[src/zports_pkg.sv]
// Shared definitions for the Z80 I/O port block.
// Port addresses, extension sub-addresses and the structs passed between blocks.

package zports_pkg;

	////////////////////////////////////////////////////////////////////////////
	// low address byte of the internal ports
	localparam logic [7:0] PORT_FE = 8'hFE;	// border, keyboard, tape
	localparam logic [7:0] PORT_XT = 8'hAF;	// extension ports #nnAF
	localparam logic [7:0] PORT_FD = 8'hFD;	// 7FFD paging, AY above
	localparam logic [7:0] PORT_F7 = 8'hF7;	// EFF7
	localparam logic [7:0] PORT_BE = 8'hBE;	// config readback
	localparam logic [7:0] PORT_BF = 8'hBF;	// shadow enable

	////////////////////////////////////////////////////////////////////////////
	// #nnAF sub-addresses, taken from the high address byte
	localparam logic [7:0] XT_VCONF   = 8'h00;
	localparam logic [7:0] XT_VPAGE   = 8'h01;
	localparam logic [7:0] XT_XOFFSL  = 8'h02;
	localparam logic [7:0] XT_XOFFSH  = 8'h03;	// bit 0 only
	localparam logic [7:0] XT_YOFFSL  = 8'h04;
	localparam logic [7:0] XT_YOFFSH  = 8'h05;	// bit 0 only
	localparam logic [7:0] XT_TSCONF  = 8'h06;
	localparam logic [7:0] XT_PALSEL  = 8'h07;
	localparam logic [7:0] XT_BORDER  = 8'h0F;
	localparam logic [7:0] XT_SYSCONF = 8'h20;
	localparam logic [7:0] XT_MEMCONF = 8'h21;
	localparam logic [7:0] XT_HSINT   = 8'h22;
	localparam logic [7:0] XT_VSINTL  = 8'h23;
	localparam logic [7:0] XT_VSINTH  = 8'h24;	// bit 0 only
	localparam logic [7:0] XT_IM2VECT = 8'h25;
	localparam logic [7:0] XT_STAT    = 8'h00;	// read side of sub-address 00

	// pentagon line for the horizontal interrupt
	localparam logic [7:0] HINT_PENTAGON = 8'd2;

	// decoded port
	typedef enum logic [3:0] {
		SEL_NONE,
		SEL_FE,
		SEL_XT,
		SEL_FD,
		SEL_F7,
		SEL_BE,
		SEL_BF,
		SEL_XSTAT_RO	// #00AF, status on read
	} port_sel_t;

	// one write event from the strobe and decode stage
	typedef struct packed {
		port_sel_t  sel;
		logic [7:0] hoa;	// high address byte
		logic [7:0] data;
		logic       wr;		// single zclk pulse
	} io_wr_t;

	typedef struct packed {
		logic [7:0] vconf;
		logic [7:0] vpage;
		logic [8:0] x_offs;
		logic [8:0] y_offs;
		logic [7:0] tsconf;
		logic [3:0] palsel;
		logic [7:0] sysconf;
		logic [7:0] memconf;
		logic [7:0] hint_beg;
		logic [8:0] vint_beg;
		logic [7:0] im2vect;
	} xt_cfg_t;

	typedef struct packed {
		logic [7:0] p7ffd;
		logic [7:0] peff7;
		logic [5:0] pent1m_page;	// full 1M page number
		logic       pent1m_rom;
		logic       pent1m_1m_on;
		logic       pent1m_ram0_0;
		logic       shadow;
	} page_cfg_t;

endpackage

[src/bus_strobe.sv]
// Turns the asynchronous Z80 I/O request lines into single zclk pulses.
// One write or read pulse per bus cycle, on the second edge that sees it.

`timescale 1ns/1ns

module bus_strobe (
	input  logic zclk,
	input  logic rst_n,
	input  logic iorq_n,
	input  logic rd_n,
	input  logic wr_n,
	output logic port_wr,
	output logic port_rd
);

	logic iowr;	// live bus requests
	logic iord;
	logic iowr_cur;
	logic iord_cur;
	logic iowr_prev;
	logic iord_prev;

	assign iowr = ~(iorq_n | wr_n);
	assign iord = ~(iorq_n | rd_n);

	// first edge samples, second edge compares against the older sample
	always_ff @(posedge zclk)
	begin
		if (!rst_n)
		begin
			iowr_cur  <= 1'b0;
			iord_cur  <= 1'b0;
			iowr_prev <= 1'b0;
			iord_prev <= 1'b0;
			port_wr   <= 1'b0;
			port_rd   <= 1'b0;
		end
		else
		begin
			iowr_cur  <= iowr;
			iord_cur  <= iord;
			iowr_prev <= iowr_cur;
			iord_prev <= iord_cur;
			port_wr   <= iowr_cur & ~iowr_prev;	// rising edge of write
			port_rd   <= iord_cur & ~iord_prev;
		end
	end

	// a bus cycle is either a read or a write
	a_no_rd_wr_overlap: assert property (@(posedge zclk) disable iff (!rst_n)
		!(port_wr && port_rd));

endmodule

[src/port_decode.sv]
// Combinational port decode from the 16-bit Z80 address.
// Gives the selected internal port, the hit flag and the external AY flag.

`timescale 1ns/1ns

module port_decode (
	input  logic [15:0]           a,
	input  logic                  shadow,
	output zports_pkg::port_sel_t sel,
	output logic                  porthit,
	output logic                  external_port
);

	import zports_pkg::*;

	logic [7:0] loa;
	logic [7:0] hoa;

	assign loa = a[7:0];
	assign hoa = a[15:8];

	always_comb
	begin
		case (loa)
			PORT_FE:
				sel = SEL_FE;
			PORT_XT:
			begin
				// status read shares sub-address 00
				if (hoa == XT_STAT)
					sel = SEL_XSTAT_RO;
				else
					sel = SEL_XT;
			end
			PORT_FD:
				sel = SEL_FD;
			PORT_F7:
			begin
				// xFF7 family normally, xEF7 style (a8 = 0) in shadow mode
				if (a[8] ^ shadow)
					sel = SEL_F7;
				else
					sel = SEL_NONE;
			end
			PORT_BE:
				sel = SEL_BE;
			PORT_BF:
				sel = SEL_BF;
			default:
				sel = SEL_NONE;
		endcase
	end

	assign porthit = (sel != SEL_NONE);

	// #FFFD/#BFFD belong to the AY chip
	assign external_port = (sel == SEL_FD) & a[15];

endmodule

[src/xt_regs.sv]
// Extension port #nnAF register file and the border register.
// Loads on the write pulse; vpage also follows accepted 7FFD writes.

`timescale 1ns/1ns

module xt_regs #(
	parameter logic [7:0] HINT_DEFAULT = zports_pkg::HINT_PENTAGON
) (
	input  logic                zclk,
	input  logic                rst_n,
	input  zports_pkg::io_wr_t  io,
	input  logic                p7ffd_wr,
	input  logic [7:0]          p7ffd_data,
	output zports_pkg::xt_cfg_t cfg,
	output logic [7:0]          border
);

	import zports_pkg::*;

	logic xt_wr;
	logic fe_wr;

	// sub-address 00 decodes as status for reads, writes still hit vconf
	assign xt_wr = io.wr & ((io.sel == SEL_XT) | (io.sel == SEL_XSTAT_RO));
	assign fe_wr = io.wr & (io.sel == SEL_FE);

	////////////////////////////////////////////////////////////////////////////
	// config registers
	always_ff @(posedge zclk)
	begin
		if (!rst_n)
		begin
			cfg.vconf    <= 8'h00;
			cfg.vpage    <= 8'h05;	// screen in page 5
			cfg.x_offs   <= 9'd0;
			cfg.y_offs   <= 9'd0;
			cfg.tsconf   <= 8'h00;
			cfg.palsel   <= 4'hF;
			cfg.sysconf  <= 8'h00;
			cfg.memconf  <= 8'h00;
			cfg.hint_beg <= HINT_DEFAULT;
			cfg.vint_beg <= 9'd0;
			cfg.im2vect  <= 8'hFF;
		end
		else
		begin
			if (p7ffd_wr)
				cfg.vpage <= {6'b000001, p7ffd_data[3], 1'b1};	// page 5 or 7
			else if (xt_wr && io.hoa == XT_VPAGE)
				cfg.vpage <= io.data;

			if (xt_wr)
			begin
				case (io.hoa)
					XT_VCONF:   cfg.vconf          <= io.data;
					XT_XOFFSL:  cfg.x_offs[7:0]    <= io.data;
					XT_XOFFSH:  cfg.x_offs[8]      <= io.data[0];
					XT_YOFFSL:  cfg.y_offs[7:0]    <= io.data;
					XT_YOFFSH:  cfg.y_offs[8]      <= io.data[0];
					XT_TSCONF:  cfg.tsconf         <= io.data;
					XT_PALSEL:  cfg.palsel         <= io.data[3:0];
					XT_SYSCONF: cfg.sysconf        <= io.data;
					XT_MEMCONF: cfg.memconf        <= io.data;
					XT_HSINT:   cfg.hint_beg       <= io.data;
					XT_VSINTL:  cfg.vint_beg[7:0]  <= io.data;
					XT_VSINTH:  cfg.vint_beg[8]    <= io.data[0];
					XT_IM2VECT: cfg.im2vect        <= io.data;
					default:    ;
				endcase
			end
		end
	end

	////////////////////////////////////////////////////////////////////////////
	// border, #FE gives the 8 spectrum colours, #0FAF the full index
	always_ff @(posedge zclk)
	begin
		if (!rst_n)
			border <= 8'h00;
		else if (fe_wr)
			border <= {5'b11110, io.data[2:0]};
		else if (xt_wr && io.hoa == XT_BORDER)
			border <= io.data;
	end

endmodule

[src/pager_regs.sv]
// 128K/1M paging registers behind #7FFD and #EFF7, plus the #BF shadow bit.
// p7ffd_wr flags an accepted 7FFD write to the other register blocks.

`timescale 1ns/1ns

module pager_regs (
	input  logic                  zclk,
	input  logic                  rst_n,
	input  zports_pkg::io_wr_t    io,
	input  logic                  a15,
	input  logic                  a12,
	output zports_pkg::page_cfg_t cfg,
	output logic                  p7ffd_wr
);

	import zports_pkg::*;

	logic [7:0] p7ffd;
	logic [7:0] peff7;
	logic [5:0] pent1m_page;
	logic       lock;	// 7FFD frozen until reset
	logic       shadow;
	logic       block1m;

	assign block1m  = peff7[2];	// 128K mode, no 1M extension
	assign p7ffd_wr = io.wr & (io.sel == SEL_FD) & ~a15 & ~lock;

	always_ff @(posedge zclk)
	begin
		if (!rst_n)
		begin
			p7ffd       <= 8'h00;
			peff7       <= 8'h00;
			pent1m_page <= 6'd0;
			lock        <= 1'b0;
			shadow      <= 1'b0;
		end
		else
		begin
			if (p7ffd_wr)
			begin
				p7ffd       <= io.data;
				lock        <= io.data[5] & block1m;
				pent1m_page <= {block1m ? 3'b000 : {io.data[5], io.data[7:6]}, io.data[2:0]};
			end
			if (io.wr && io.sel == SEL_F7 && !shadow && !a12)	// EFF7
				peff7 <= io.data;
			if (io.wr && io.sel == SEL_BF)
				shadow <= io.data[0];
		end
	end

	always_comb
	begin
		cfg.p7ffd         = p7ffd;
		cfg.peff7         = peff7;
		cfg.pent1m_page   = pent1m_page;
		cfg.pent1m_rom    = p7ffd[4];
		cfg.pent1m_1m_on  = ~block1m;
		cfg.pent1m_ram0_0 = peff7[3];
		cfg.shadow        = shadow;
	end

	// once locked, paging stays frozen and no later 7FFD write gets through
	a_lock_holds: assert property (@(posedge zclk) disable iff (!rst_n)
		lock |=> (lock && !p7ffd_wr && $stable(p7ffd)));

endmodule

[src/read_mux.sv]
// Read-back byte for the CPU and the data bus claim.
// Purely combinational from the decoded port and the current bus state.

`timescale 1ns/1ns

module read_mux (
	input  zports_pkg::port_sel_t sel,
	input  logic [7:0]            hoa,
	input  logic                  iorq_n,
	input  logic                  rd_n,
	input  logic                  porthit,
	input  logic                  external_port,
	input  logic [4:0]            keys_in,
	input  logic                  tape_read,
	input  logic                  dma_act,
	input  logic [7:0]            ramnroms,
	input  logic [7:0]            dos7ffds,
	input  zports_pkg::page_cfg_t page,
	output logic [7:0]            dout,
	output logic                  dataout
);

	import zports_pkg::*;

	logic [7:0] be_mux;	// #xxBE config readback, a[11:8]

	always_comb
	begin
		case (hoa[3:0])
			4'h8:    be_mux = ramnroms;
			4'h9:    be_mux = dos7ffds;
			4'hA:    be_mux = page.p7ffd;
			4'hB:    be_mux = page.peff7;
			default: be_mux = 8'hFF;
		endcase
	end

	always_comb
	begin
		case (sel)
			SEL_FE:       dout = {1'b1, tape_read, 1'b0, keys_in};
			SEL_XSTAT_RO: dout = {dma_act, 7'b0000000};
			SEL_BF:       dout = {4'b0000, 1'b0, 1'b0, 1'b0, page.shadow};
			SEL_BE:       dout = be_mux;
			default:      dout = 8'hFF;	// other #AF sub-addresses too
		endcase
	end

	// drive the bus only for our own ports, never for the AY
	assign dataout = porthit & ~iorq_n & ~rd_n & ~external_port;

endmodule

[src/zports_top.sv]
// Top of the Z80 I/O port block.
// Strobes, decode, register blocks and read mux wired together.

`timescale 1ns/1ns

module zports_top #(
	parameter logic [7:0] HINT_DEFAULT = zports_pkg::HINT_PENTAGON
) (
	input  logic                  zclk,
	input  logic                  rst_n,
	input  logic [15:0]           a,
	input  logic [7:0]            din,
	input  logic                  iorq_n,
	input  logic                  rd_n,
	input  logic                  wr_n,
	input  logic [4:0]            keys_in,
	input  logic                  tape_read,
	input  logic                  dma_act,
	input  logic [7:0]            ramnroms,
	input  logic [7:0]            dos7ffds,
	output logic [7:0]            dout,
	output logic                  dataout,
	output logic                  porthit,
	output logic                  external_port,
	output logic [7:0]            border,
	output zports_pkg::xt_cfg_t   xt_cfg,
	output zports_pkg::page_cfg_t page_cfg,
	output logic                  p7ffd_wr
);

	import zports_pkg::*;

	logic      port_wr;
	port_sel_t sel;
	io_wr_t    io;

	assign io = '{sel: sel, hoa: a[15:8], data: din, wr: port_wr};

	// no read side effects here, the read strobe stays open
	bus_strobe u_strobe (.zclk(zclk), .rst_n(rst_n), .iorq_n(iorq_n), .rd_n(rd_n),
		.wr_n(wr_n), .port_wr(port_wr), .port_rd());

	port_decode u_decode (.a(a), .shadow(page_cfg.shadow), .sel(sel), .porthit(porthit),
		.external_port(external_port));

	xt_regs #(.HINT_DEFAULT(HINT_DEFAULT)) u_xt (.zclk(zclk), .rst_n(rst_n), .io(io),
		.p7ffd_wr(p7ffd_wr), .p7ffd_data(din), .cfg(xt_cfg), .border(border));

	pager_regs u_pager (.zclk(zclk), .rst_n(rst_n), .io(io), .a15(a[15]), .a12(a[12]),
		.cfg(page_cfg), .p7ffd_wr(p7ffd_wr));

	read_mux u_rmux (.sel(sel), .hoa(a[15:8]), .iorq_n(iorq_n), .rd_n(rd_n),
		.porthit(porthit), .external_port(external_port), .keys_in(keys_in),
		.tape_read(tape_read), .dma_act(dma_act), .ramnroms(ramnroms),
		.dos7ffds(dos7ffds), .page(page_cfg), .dout(dout), .dataout(dataout));

endmodule

[config.mk]
export PLATFORM = sky130hd
export DESIGN_NAME = zports_top
export DESIGN_NICKNAME = d
export VERILOG_FILES = /design/src/zports_pkg.sv /design/src/bus_strobe.sv /design/src/port_decode.sv /design/src/xt_regs.sv /design/src/pager_regs.sv /design/src/read_mux.sv /design/src/zports_top.sv
export SDC_FILE = /design/constraint.sdc
export NUM_CORES = 1
export LEC_CHECK = 0
export BUFFER_PORTS_ARGS = -buffer_cell sky130_fd_sc_hd__buf_2
export CAP_MARGIN = 20
export CORE_MARGIN = 2
export CORE_UTILIZATION = 45
export CTS_CLUSTER_SIZE = 24
export DETAILED_ROUTE_END_ITERATION = 16
export PLACE_DENSITY = 0.76
export SYNTH_ARGS = -nofsm -noshare
export SYNTH_HDL_FRONTEND = slang
export SYNTH_HIERARCHICAL = 1
export SYNTH_SLANG_ARGS = --single-unit
[constraint.sdc]
create_clock -name zclk -period 2.8 [get_ports zclk]
set_input_delay 0.42 -clock zclk [delete_from_list [all_inputs] [get_ports zclk]]
set_output_delay 0.42 -clock zclk [all_outputs]
set_load 0.02 [all_outputs]
== After elaboration in Yosys (flattened, before gate mapping) ==
Cells that the tools add are included.

* Output and inout bits: 133
* Input bits: 52
* Flip-flop bits (word level): 122
* Logic and storage cells: 116

* Multiplexer cells: 10
* Reductions and logical operators: 27
* Bitwise logic cells: 23
* Eq/ne operators: 31

{| class="wikitable"
|+ Operators by type and width
! kind !! number
|-
| 8-bit one-hot mux with 4 select lines || 2
|-
| 8-bit by 6-bit equality test with 1-bit output, second input constant || 6
|-
| 8-bit equality test, second input constant || 6
|-
| 8-bit by 3-bit equality test with 1-bit output, second input constant || 4
|-
| 2-bit AND reduction || 13
|-
| 4-bit one-hot mux with 6 select lines || 1
|-
| 4-bit by 3-bit equality test with 1-bit output, second input constant || 4
|-
| 4-bit equality test, second input constant || 4
|-
| 8-bit by 2-bit equality test with 1-bit output, second input constant || 2
|-
| 8-bit two-way mux || 2
|-
| 1-bit AND || 11
|-
| 3-bit two-way mux || 3
|-
| 1-bit inverter || 9
|-
| 4-bit by 2-bit equality test with 1-bit output, second input constant || 2
|-
| 8-bit by 1-bit equality test with 1-bit output, second input constant || 1
|-
| 8-bit by 4-bit equality test with 1-bit output, second input constant || 1
|-
| 8-bit logical NOT || 1
|-
| 1-bit logical AND || 6
|-
| 4-bit by 1-bit equality test with 1-bit output, second input constant || 1
|-
| 2-bit two-way mux || 2
|-
| 2-bit nonzero test || 2
|-
| 4-bit nonzero test || 1
|-
| 2-bit OR reduction || 2
|-
| 1-bit logical NOT || 2
|-
| other kinds (2) || 3
|}

== Longest topological paths before layout ==
Gate-level depths: netlist of run 1.

* Depth in word-level cells: 9
* Gate-level depth with buffers: 12
* Depth with buffers taken out: 10

== By module ==
Netlist of run 1, hierarchy kept.

{| class="wikitable"
|+ By module, submodules not included
! module !! seq. area each (µm²) !! instances !! area each (µm²) !! cells an instance
|-
| xt_regs || 1901.8 || 1 || 3654.8 || 368
|-
| pager_regs || 420.4 || 1 || 894.6 || 95
|-
| read_mux || 0.0 || 1 || 501.7 || 61
|-
| port_decode || 0.0 || 1 || 182.7 || 27
|-
| bus_strobe || 120.1 || 1 || 177.7 || 12
|}

== Worst setup path after synthesis of run 1 ==
Ideal clock, no wire load.

* Kind: in2reg
* From: in a[6]
* To: reg u_xt.border[4]
* Required time: 2.678 ns
* Data arrival time: 2.788 ns
* Buffers on the path: 1
* Slack: -0.109 ns
* Library setup time: 0.122 ns
* Stages on the path: 8
* Path through: nor4_1 -> nand3_1 -> a21oi_1 -> xnor2_2 -> or3b_1 -> buf_2 -> or3_4 -> o311a_1

* Word-level cells in the longest chain between the ends: 7
* Elaborated cells on any way between the ends: 16
* Classes of those cells: eq/ne (9); mux (2); bitwise (3); reduce/logical (2)

{| class="wikitable"
|+ Ends and longest elaborated chain
! element !! RTL line !! source
|-
| from (decl) || zports_top.sv:11 || <nowiki>input logic [15:0] a,</nowiki>
|-
| 8-bit equality test || port_decode.sv:24 || <nowiki>case (loa)</nowiki>
|-
| 4-bit one-hot mux with 6 select lines (*) || port_decode.sv:24 ||
|-
| named net sel[0] || zports_top.sv:34 || <nowiki>port_sel_t sel;</nowiki>
|-
| 4-bit by 2-bit equality test with 1-bit output / 4-bit by 3-bit equality test with 1-bit output (equally long branches) || xt_regs.sv:24 || <nowiki>assign xt_wr = io.wr & ((io.sel == SEL_XT) | (io.sel == SEL_XSTAT_RO));</nowiki>
|-
| 1-bit OR || xt_regs.sv:24 ||
|-
| 1-bit AND || xt_regs.sv:24 ||
|-
| 1-bit logical AND || xt_regs.sv:82 || <nowiki>else if (xt_wr && io.hoa == XT_BORDER)</nowiki>
|-
| 2-bit nonzero test (no line) || n/a ||
|-
| to (signal assigned) || xt_regs.sv:81 || <nowiki>border <= {5'b11110, io.data[2:0]};</nowiki>
|-
| to (signal assigned) || xt_regs.sv:83 || <nowiki>border <= io.data;</nowiki>
|-
| to (decl) || xt_regs.sv:15 || <nowiki>output logic [7:0] border</nowiki>
|}

Mark *: on every way through the listed nets, which the timed path passes. The rest lies on a longest branch.
A chain may end at the register's enable or synchronous reset.

== Final worst setup path of run 1 ==
* From: reg u_pager.shadow
* To: out dout[5]

* Word-level cells in the longest chain between the ends: 5
* Elaborated cells on any way between the ends: 8
* Classes of those cells: eq/ne (4); mux (3); bitwise (1)

{| class="wikitable"
|+ Ends and longest elaborated chain
! element !! RTL line !! source
|-
| from (decl) || pager_regs.sv:22 || <nowiki>logic shadow;</nowiki>
|-
| from (signal assigned) || pager_regs.sv:49 || <nowiki>shadow <= io.data[0];</nowiki>
|-
| 1-bit bitwise XOR (*) || port_decode.sv:40 || <nowiki>if (a[8] ^ shadow)</nowiki>
|-
| 3-bit two-way mux (*) || port_decode.sv:40 ||
|-
| 4-bit one-hot mux with 6 select lines (*) || port_decode.sv:24 ||
|-
| named net sel[2] || zports_top.sv:34 ||
|-
| 4-bit by 3-bit equality test with 1-bit output / 4-bit by 1-bit equality test with 1-bit output (equally long branches) || read_mux.sv:40 || <nowiki>case (sel)</nowiki>
|-
| 8-bit one-hot mux with 4 select lines (*) || read_mux.sv:40 ||
|-
| to (decl) || zports_top.sv:21 || <nowiki>output logic [7:0] dout,</nowiki>
|}

Marked as above.

==> results of run 1 <==
## repair_timing
item | in CTS | in global routing
resized for setup | 3 | 16
setup buffers | 0 | 2
endpoints found under the setup margin | 8 | 6
pin swaps | 0 | 7
## cell type report
type | count | area [um^2] | share of cell area
Clock buffer | 20 | 437 | 0.0608
Clock inverter | 12 | 176 | 0.0246
Inverter | 12 | 45.0 | 0.00628
Multi-Input combinational cell | 390 | 2750 | 0.383
Sequential cell | 119 | 2380 | 0.332
Tap cell | 143 | 179 | 0.0249
Timing Repair Buffer | 215 | 1210 | 0.169
## how the worst min path moves through the flow
stage	startpoint	endpoint	slack, ps	cells after the start
floorplan	u_pager/lock	u_pager/lock	420	2
global placement	u_pager/lock	u_pager/lock	440	2
detailed placement	u_xt/cfg[14]	u_xt/cfg[14]	440	2
CTS	wr_n	u_strobe/iowr_cur	170	2
global route	wr_n	u_strobe/iowr_cur	170	2
finish	wr_n	u_strobe/iowr_cur	190	2
## stage by stage
step                      utilization  cells  instance area (um^2)  hold slack, ps
after detailed placement        0.564    877                  6470             443
after CTS                       0.619    909                  7100             165
after global placement          0.564    877                  6470             439
final                           0.626    911                  7180             188
after global routing            0.626    911                  7180             168
after floorplan                     -    557                  5330             421
## sequential cells by signal, summed over array words and instances, names as in the netlist
signal,count
u_pager/lock,1
u_pager/p7ffd,8
u_pager/peff7,8
u_pager/pent1m_page,3
u_pager/shadow,1
u_strobe/iowr_cur,1
u_strobe/iowr_prev,1
u_strobe/port_wr,1
u_xt/border,8
u_xt/cfg,87
## report_power, final
part	internal (W)	leakage [nW]	switching (W)	total, W
clock network	0.00149	0.294	0.000762	0.00225
registers	0.00170	0.959	0.000000931	0.00170
logic	0.0000755	1.93	0.000136	0.000212
total	0.00326	3.19	0.000899	0.00416
## metal layers
layer,part of all wire,up-vias
met5,0,-
met1,0.40,2440
met4,0.024,0
met2,0.49,233
met3,0.084,30
li1,-,2365
## critical path, stage by stage, from the launching register on
cell       delay (ps)
dfxtp_2           330
xnor2_2           130
nor3b_2           230
o2111ai_2         190
o21ai_4           130
or3b_4            480
a31oi_4           180
a211o_1           140
buf_6             120
==> impl_results.md, run 1 <==
* Nets at 807
* Most common cell after layout, fill and taps aside: buf_2
* Worst Setup EP: dout[5]
* Post-route ant nets at 0
* DRT iter0 DRCs at 325
* Largest net degree at the start of global routing at 86
* Worst-path maximum fanout at 8
* Tightest Pin Transition at 549 ps
* Core box area at 11500 um^2
* Startpoint Class: flop
* RSZ-0062 raised after global routing: true
* Initial antenna violation count at 0
* Critical path arrival at 2350 ps
* Place WS at 3.33 ps
* Reg-to-reg startpoint: u_pager/shadow
* Type of the worst setup path: reg2out
* Hpwl dp at 11.5 mm
* Worst setup startpoint: u_pager/shadow
* Grt met1 use at 0.306
* P per Cell Area at 579 nW/um^2
* Mapped Nets at 609
* R2R Setup Slk at 240 ps
* Max_slew headroom at 0.633
* TritonCTS clock tree: done
* First-pass GRT wire length at 25.2 mm
* Outcome: completed
* CP Capture Type: primary output
* HP Class: in2reg
* Clk sinks at 119
* Remaining DRCs at 0
* Clock root cell: clkbuf_16
* Final Setup Violations at 0
* Vias per inst at 5.56
* Total GRT Usage at 0.250
* Leak Pwr at 3.19 nW
* Core Rows at 39
* Clk buf depth at 2
* Die W at 113 um
* Syn_area_per_cell at 9.56 um^2
* Slew Viols, Final at 0
* Setup_tns at 0 ps
* Grt peak-use layer: met2
* Initial core utilization at 0.464
* Max-Cap Viols at 0
* Worst-Skew Late Latency at 410 ps
* DIE AREA at 12700 um^2
* P&R area growth vs syn at 34.9%
* Hold Fails Final Rpt at 0
* Yosys warns at 6
* # port buffers at 184
* Post-synthesis cell count at 557
* R2R depth at 9
* Ant diodes at 0
* VDD IR-drop max at 0.358 mV
* Synth Cell Area at 5320 um^2
* DR WL/cell at 18.0 um
* Worst setup margin at 34.5 ps
* TritonCTS Buffers at 17
* # hold bufs at CTS at 0
* Leading cell types in the layout, fill and taps excluded: buf_2 (176), nand2_1 (118), dfxtp_1 (118), mux2i_1 (88), buf_4 (34)
* I/O pin count at 185
* RR Endpoint: u_xt/border[7]
* Drt pass-1 iters at 5
* Vias in the first global route at 4967
* Total power at 0.00416 W
* Fmax at 0.362 GHz
* Final Cycle Share at 0.988
* Die H at 113 um
* Via count at 5068
* GRT Residual Overflow at 0
* Clk slew on worst S/H paths at 50 ps
* M3 GR Usage at 0.0750
* Clk_skew at 6.66 ps
* Layout cells sized above 1 at 0.374
* Filler cells at 939
* Minimum clock period at 2770 ps
* H-tree levels at 4
* Routability cong. at 0.934
* Drt total wl at 16.4 mm
* Req. time, crit path at 2380 ps
* Met2 usage at 0.408
Note: power is estimated with default switching activity, not from simulation.
==> inputs of run 2 (changes only) <==
==> constraint.sdc (replaced) <==
create_clock -name zclk -period 2.8 [get_ports zclk]
set_input_delay 0.14 -clock zclk [delete_from_list [all_inputs] [get_ports zclk]]
set_output_delay 0.14 -clock zclk [all_outputs]
set_load 0.02 [all_outputs]
==> run 2 against run 1 <==
Compared with the run above:
- core utilization fell by 1.9 points
- critical endpoint unchanged
- combinational power decreased by 4%
- global-route usage down 0.42 points
- highest routed layer unchanged
- maximum frequency grew 5.8%
- cell count is 1.6% lower
- largest cell class unchanged
==> impl_results.md, run 2 (synthesized netlist as in run 1, its figures left out) <==
* TritonCTS clock tree: done (unchanged)
* Worst setup margin at 187 ps (was 34.5 ps)
* Critical-path cell list: xnor2_1 > nor3b_2 > o2111ai_2 > o21ai_2 > buf_6 > or3b_4 > a31oi_1 > a211o_1 > buf_2 (was xnor2_2 > nor3b_2 > o2111ai_2 > o21ai_4 > or3b_4 > a31oi_4 > a211o_1 > buf_6)
* GRT Residual Overflow at 0 (unchanged)
* Tightest Pin Transition at 626 ps (was 549 ps)
* P&R area growth vs syn at 30.8% (was 34.9%)
* Slew Viols, Final at 0 (unchanged)
* Hold Fails Final Rpt at 0 (unchanged)
* Remaining DRCs at 0 (unchanged)
* Die H at 113 um (unchanged)
* Minimum clock period at 2610 ps (was 2770 ps)
* VDD IR-drop max at 0.361 mV (was 0.358 mV)
* # port buffers at 184 (unchanged)
* Sequential share of power at 0.419 (was 0.408)
* Most common cell after layout, fill and taps aside: buf_2 (unchanged)
* I/O pin count at 185 (unchanged)
* Hold slack at 48.5 ps (was 188 ps)
* Hpwl dp at 11.2 mm (was 11.5 mm)
* Reg with most FFs: u_xt/cfg (unchanged)
* Vias in the first global route at 4839 (was 4967)
* Clock root cell: clkbuf_16 (unchanged)
* Switching share of power at 0.233 (was 0.216)
* Post-route ant nets at 0 (unchanged)
* Worst hold start: din[0] (was wr_n)
* Core box area at 11500 um^2 (unchanged)
* RR Endpoint: u_xt/border[4] (was u_xt/border[7])
* Critical path's slowest cell: or3b_4 (unchanged)
* Drt pass-1 iters at 5 (unchanged)
* Via count at 4996 (was 5068)
* Comb pwr share at 0.051 (about the same)
* Reg-to-reg startpoint: u_pager/shadow (unchanged)
* Outcome: completed (unchanged)
* Worst-path maximum fanout at 12 (was 8)
* Layout cells sized above 1 at 0.356 (was 0.374)
* Clk buf depth at 2 (unchanged)
* CP top delay family: simple AND/OR/NAND/NOR gates (unchanged)
* Die W at 113 um (unchanged)
* Fmax at 0.383 GHz (was 0.362 GHz)
* Final instance area at 6960 um^2 (was 7180 um^2)
* HP Class: in2reg (unchanged)
* Leak Pwr at 3.07 nW (was 3.19 nW)
* Initial antenna violation count at 0 (unchanged)
* P_int at 0.00310 W (was 0.00326 W)
* DR WL/cell at 17.8 um (was 18.0 um)
* Vias per inst at 5.58 (was 5.56)
* Clk_skew at 5.46 ps (was 6.66 ps)
* H-tree levels at 4 (unchanged)
* Worst-Skew Late Latency at 410 ps (about the same)
* Final Setup Violations at 0 (unchanged)
* Final Cycle Share at 0.933 (was 0.988)
* Req. time, crit path at 2660 ps (was 2380 ps)
* Switching pwr at 0.000942 W (was 0.000899 W)
* Ant diodes at 0 (unchanged)
* Max-Cap Viols at 0 (unchanged)
* P per Cell Area at 581 nW/um^2 (was 579 nW/um^2)
* DRT iter0 DRCs at 477 (was 325)
* Leading cell types in the layout, fill and taps excluded: buf_2 (183), nand2_1 (118), dfxtp_1 (118), mux2i_1 (88), o21ai_0 (22) (was buf_2 (176), nand2_1 (118), dfxtp_1 (118), mux2i_1 (88), buf_4 (34))
* Hold endpoint: u_xt/cfg[71] (was u_strobe/iowr_cur)
* Largest net degree at the start of global routing at 87 (was 86)
* R2R Setup Slk at 230 ps (was 240 ps)
* Clk sinks at 119 (unchanged)
* DIE AREA at 12700 um^2 (unchanged)
* Buf+Inv Stages, Crit Path at 2 (was 1)
* Slowest stage delay, CP at 440 ps (was 480 ps)
* Drt total wl at 16.0 mm (was 16.4 mm)
* Type of the worst setup path: reg2out (unchanged)
* RSZ-0062 raised after global routing: false (was true)
* Final core utilization at 0.607 (was 0.626)
* CP Capture Type: primary output (unchanged)
* Critical path arrival at 2470 ps (was 2350 ps)
* Startpoint Class: flop (unchanged)
* Hold Path Cell Cnt at 3 (was 2)
* Post-CTS Setup Bufs at 0 (unchanged)
* Initial core utilization at 0.464 (unchanged)
* Max_slew headroom at 0.582 (was 0.633)
* Setup_tns at 0 ps (unchanged)
* Clock power share at 0.530 (was 0.541)
* Place WS at 200 ps (was 3.33 ps)
* TritonCTS Buffers at 17 (unchanged)
* Nets at 792 (was 807)
* R2R depth at 8 (was 9)
* Routability cong. at 0.931 (was 0.934)
* Placed inst area at 6330 um^2 (was 6470 um^2)
* Total GRT Usage at 0.246 (was 0.250)
* Core Rows at 39 (unchanged)
* First-pass GRT wire length at 24.9 mm (was 25.2 mm)
* Clk slew on worst S/H paths at 60 ps (was 50 ps)
* Max reg flops at 87 (unchanged)
==> run 2: power by group through the flow <==
| stage | Sequential, W | Combinational (W) | Clock, W |
|---|---|---|---|
| after floorplan | 0.00173 | 0.000105 | 0 |
| after global placement | 0.00173 | 0.000193 | 0 |
| after detailed placement | 0.00173 | 0.000196 | 0 |
| after CTS | 0.00170 | 0.000199 | 0.00217 |
| after global routing | 0.00170 | 0.000221 | 0.00225 |
| final | 0.00170 | 0.000204 | 0.00214 |
==> run 2: worst max path at each step <==
stage	startpoint	endpoint	slack [ps]	cells past startpoint
after floorplan	u_pager/shadow	u_xt/border[4]	60	10
after detailed placement	u_pager/shadow	u_xt/border[7]	200	8
final	u_pager/shadow	dout[5]	190	9
after CTS	u_pager/shadow	dout[5]	60	9
after global placement	u_pager/shadow	u_xt/border[5]	260	8
after global routing	u_pager/shadow	dout[5]	40	9
==> run 2: tightest hold or removal path, cell delays in order <==
cell,delay [ps]
buf_2,130
nand3_1,70
nand3_1,80
==> run 2: stage by stage <==
step | power (W) | std cells
CTS | 0.00406 | 896
global route | 0.00417 | 896
global placement | 0.00193 | 862
finish | 0.00404 | 896
floorplan | 0.00184 | 557
detailed placement | 0.00193 | 862
==> run 2: what timing repair did <==
| action | CTS | global route |
|---|---|---|
| hold buffers | 2 | 0 |
| endpoints found under the setup margin | 1 | 8 |
| endpoints found under the hold margin | 1 | 0 |
| gates resized for setup | 1 | 4 |
==> run 2: final cells by class <==
type,instances,area [um^2]
inverter,12,45.0
tap,143,179
timing repair buffer,200,1060
sequential,119,2380
clock buffer,18,439
multi-input combinational,390,2700
fill,962,4510
clock inverter,14,149
==> run 2: layer usage <==
layer  track usage  routed length [um]
met1         0.308                6670
met4        0.0854                 283
met2         0.400                7650
met5             0                   0
met3        0.0814                1350
==> inputs of run 3 (changes only) <==
Settings changed: RECOVER_POWER set to 100, REMOVE_ABC_BUFFERS set to 1.
==> run 3 against run 2 <==
Compared with the run above:
- clock skew grew 1.4 ps
- clock power grew 2%
- via count is the same
- largest power group unchanged
- highest routed layer unchanged
==> impl_results.md, run 3 (synthesized netlist as in run 1, its figures left out) <==
* Clk buf depth at 2 (unchanged)
* H-tree levels at 4 (unchanged)
* CP Capture Type: primary output (unchanged)
* Type of the worst setup path: reg2out (unchanged)
* RSZ-0062 raised after global routing: false (unchanged)
* Filler cells at 1068 (was 962)
* Tightest Pin Transition at 918 ps (was 626 ps)
* Core box area at 11500 um^2 (unchanged)
* Worst-Skew Late Latency at 410 ps (about the same)
* Total power at 0.00409 W (was 0.00404 W)
* Startpoint Class: flop (unchanged)
* Critical path arrival at 2530 ps (was 2470 ps)
* Clock root cell: clkbuf_16 (unchanged)
* Req. time, crit path at 2660 ps (about the same)
* Minimum clock period at 2670 ps (was 2610 ps)
* Final Setup Violations at 0 (unchanged)
* Drt total wl at 16.4 mm (was 16.0 mm)
* Leak Pwr at 2.62 nW (was 3.07 nW)
* DR WL/cell at 18.1 um (was 17.8 um)
* P per Cell Area at 600 nW/um^2 (was 581 nW/um^2)
* Hold Fails Final Rpt at 0 (unchanged)
* GRT Residual Overflow at 0 (unchanged)
* Total GRT Usage at 0.255 (was 0.246)
* Final core utilization at 0.595 (was 0.607)
* Initial antenna violation count at 0 (unchanged)
* P&R area growth vs syn at 28.1% (was 30.8%)
* Post-CTS Setup Bufs at 0 (unchanged)
* HP Class: in2reg (unchanged)
* VDD IR-drop max at 0.377 mV (was 0.361 mV)
* Vias in the first global route at 5006 (was 4839)
* Core Rows at 39 (unchanged)
* First-pass GRT wire length at 25.7 mm (was 24.9 mm)
* Fmax at 0.375 GHz (was 0.383 GHz)
* # port buffers at 184 (unchanged)
* Clk sinks at 119 (unchanged)
* Die H at 113 um (unchanged)
* Layout cells sized above 1 at 0.186 (was 0.356)
* Nets at 802 (was 792)
* Max_slew headroom at 0.388 (was 0.582)
* Post-route ant nets at 0 (unchanged)
* Clk_skew at 6.82 ps (was 5.46 ps)
* Drt pass-1 iters at 5 (unchanged)
* Max reg flops at 87 (unchanged)
* Reg with most FFs: u_xt/cfg (unchanged)
* Die W at 113 um (unchanged)
* Routability cong. at 0.919 (was 0.931)
* I/O pin count at 185 (unchanged)
* Initial core utilization at 0.464 (unchanged)
* Ant diodes at 0 (unchanged)
* DRT iter0 DRCs at 274 (was 477)
* Leading cell types in the layout, fill and taps excluded: clkbuf_1 (130), dfxtp_1 (119), nand2_1 (118), mux2i_1 (88), buf_2 (51) (was buf_2 (183), nand2_1 (118), dfxtp_1 (118), mux2i_1 (88), o21ai_0 (22))
* Worst-path maximum fanout at 12 (unchanged)
* Outcome: completed (unchanged)
* TritonCTS Buffers at 17 (unchanged)
* Final Cycle Share at 0.953 (was 0.933)
* Max-Cap Viols at 0 (unchanged)
* Via count at 4996 (unchanged)
* DIE AREA at 12700 um^2 (unchanged)
* Remaining DRCs at 0 (unchanged)
* TritonCTS clock tree: done (unchanged)
* Hpwl dp at 11.7 mm (was 11.2 mm)
* Clk slew on worst S/H paths at 50 ps (was 60 ps)
* Vias per inst at 5.51 (was 5.58)
* Slew Viols, Final at 0 (unchanged)
* Most common cell after layout, fill and taps aside: clkbuf_1 (was buf_2)
* Largest net degree at the start of global routing at 54 (was 87)
## run 3: changes by cell type in the layout (fill, tap and decap cells not counted), sizes merged
| cell | previous run | this run |
|---|---|---|
| clkbuf | 18 | 165 |
| buf | 198 | 66 |
| clkinvlp | 4 | 1 |
| inv | 15 | 12 |
| bufinv | 2 | 3 |
## run 3: final cells by class
type	instances	area [um^2]	share of cell area
sequential	119	2380	0.349
inverter	12	45.0	0.00661
multi-input combinational	390	2670	0.391
timing repair buffer	210	946	0.139
clock inverter	9	123	0.0180
clock buffer	23	478	0.0701
tap	143	179	0.0262
## run 3: power breakdown
group	leakage, nW	internal (W)	switching [W]
combinational	1.36	0.0000722	0.000132
sequential	0.959	0.00170	0.000000953
clock	0.297	0.00146	0.000730
total	2.62	0.00323	0.000863
## run 3: stage by stage
step | instances | hold slack (ps) | instance area (um^2) | TNS, ps | worst slack [ps]
after floorplan | 521 | 209 | 5110 | -116 | -16.2
after global placement | 872 | 327 | 6400 | 0 | 341
after detailed placement | 872 | 316 | 6400 | 0 | 318
after CTS | 906 | 44.2 | 7020 | 0 | 53.2
after global routing | 906 | 55.7 | 6820 | 0 | 17.0
final | 906 | 53.2 | 6820 | 0 | 132
## run 3: path summary, 6_finish.rpt
check,from,to,slack (ps),cells after the start
min,din[1],u_pager/p7ffd[1],50,3
min reg2reg,u_xt/cfg[9],u_xt/cfg[9],460,2
max,u_pager/shadow,dout[5],130,9
max reg2reg,u_pager/shadow,u_xt/cfg[34],260,10
## run 3: timing repair
item                       4_1_cts  5_1_grt
setup endpoints to repair        4        8
hold buffers                     2        0
gates resized for setup          1        3
hold endpoints to repair         1        0
## run 3: worst max-delay path, stage by stage (launching register included)
cell	delay [ps]
dfxtp_1	410
xnor2_1	120
nor3b_2	180
o2111ai_2	180
o21ai_2	130
buf_6	180
or3b_4	440
a31oi_1	180
a211o_1	140
clkbuf_2	160
## run 3: layer usage
metal	share of wire	up-vias	GRT usage
met5	0	-	0
met4	0.019	0	0.0870
met3	0.088	28	0.0836
met2	0.48	228	0.424
met1	0.41	2379	0.313
li1	-	2361	-
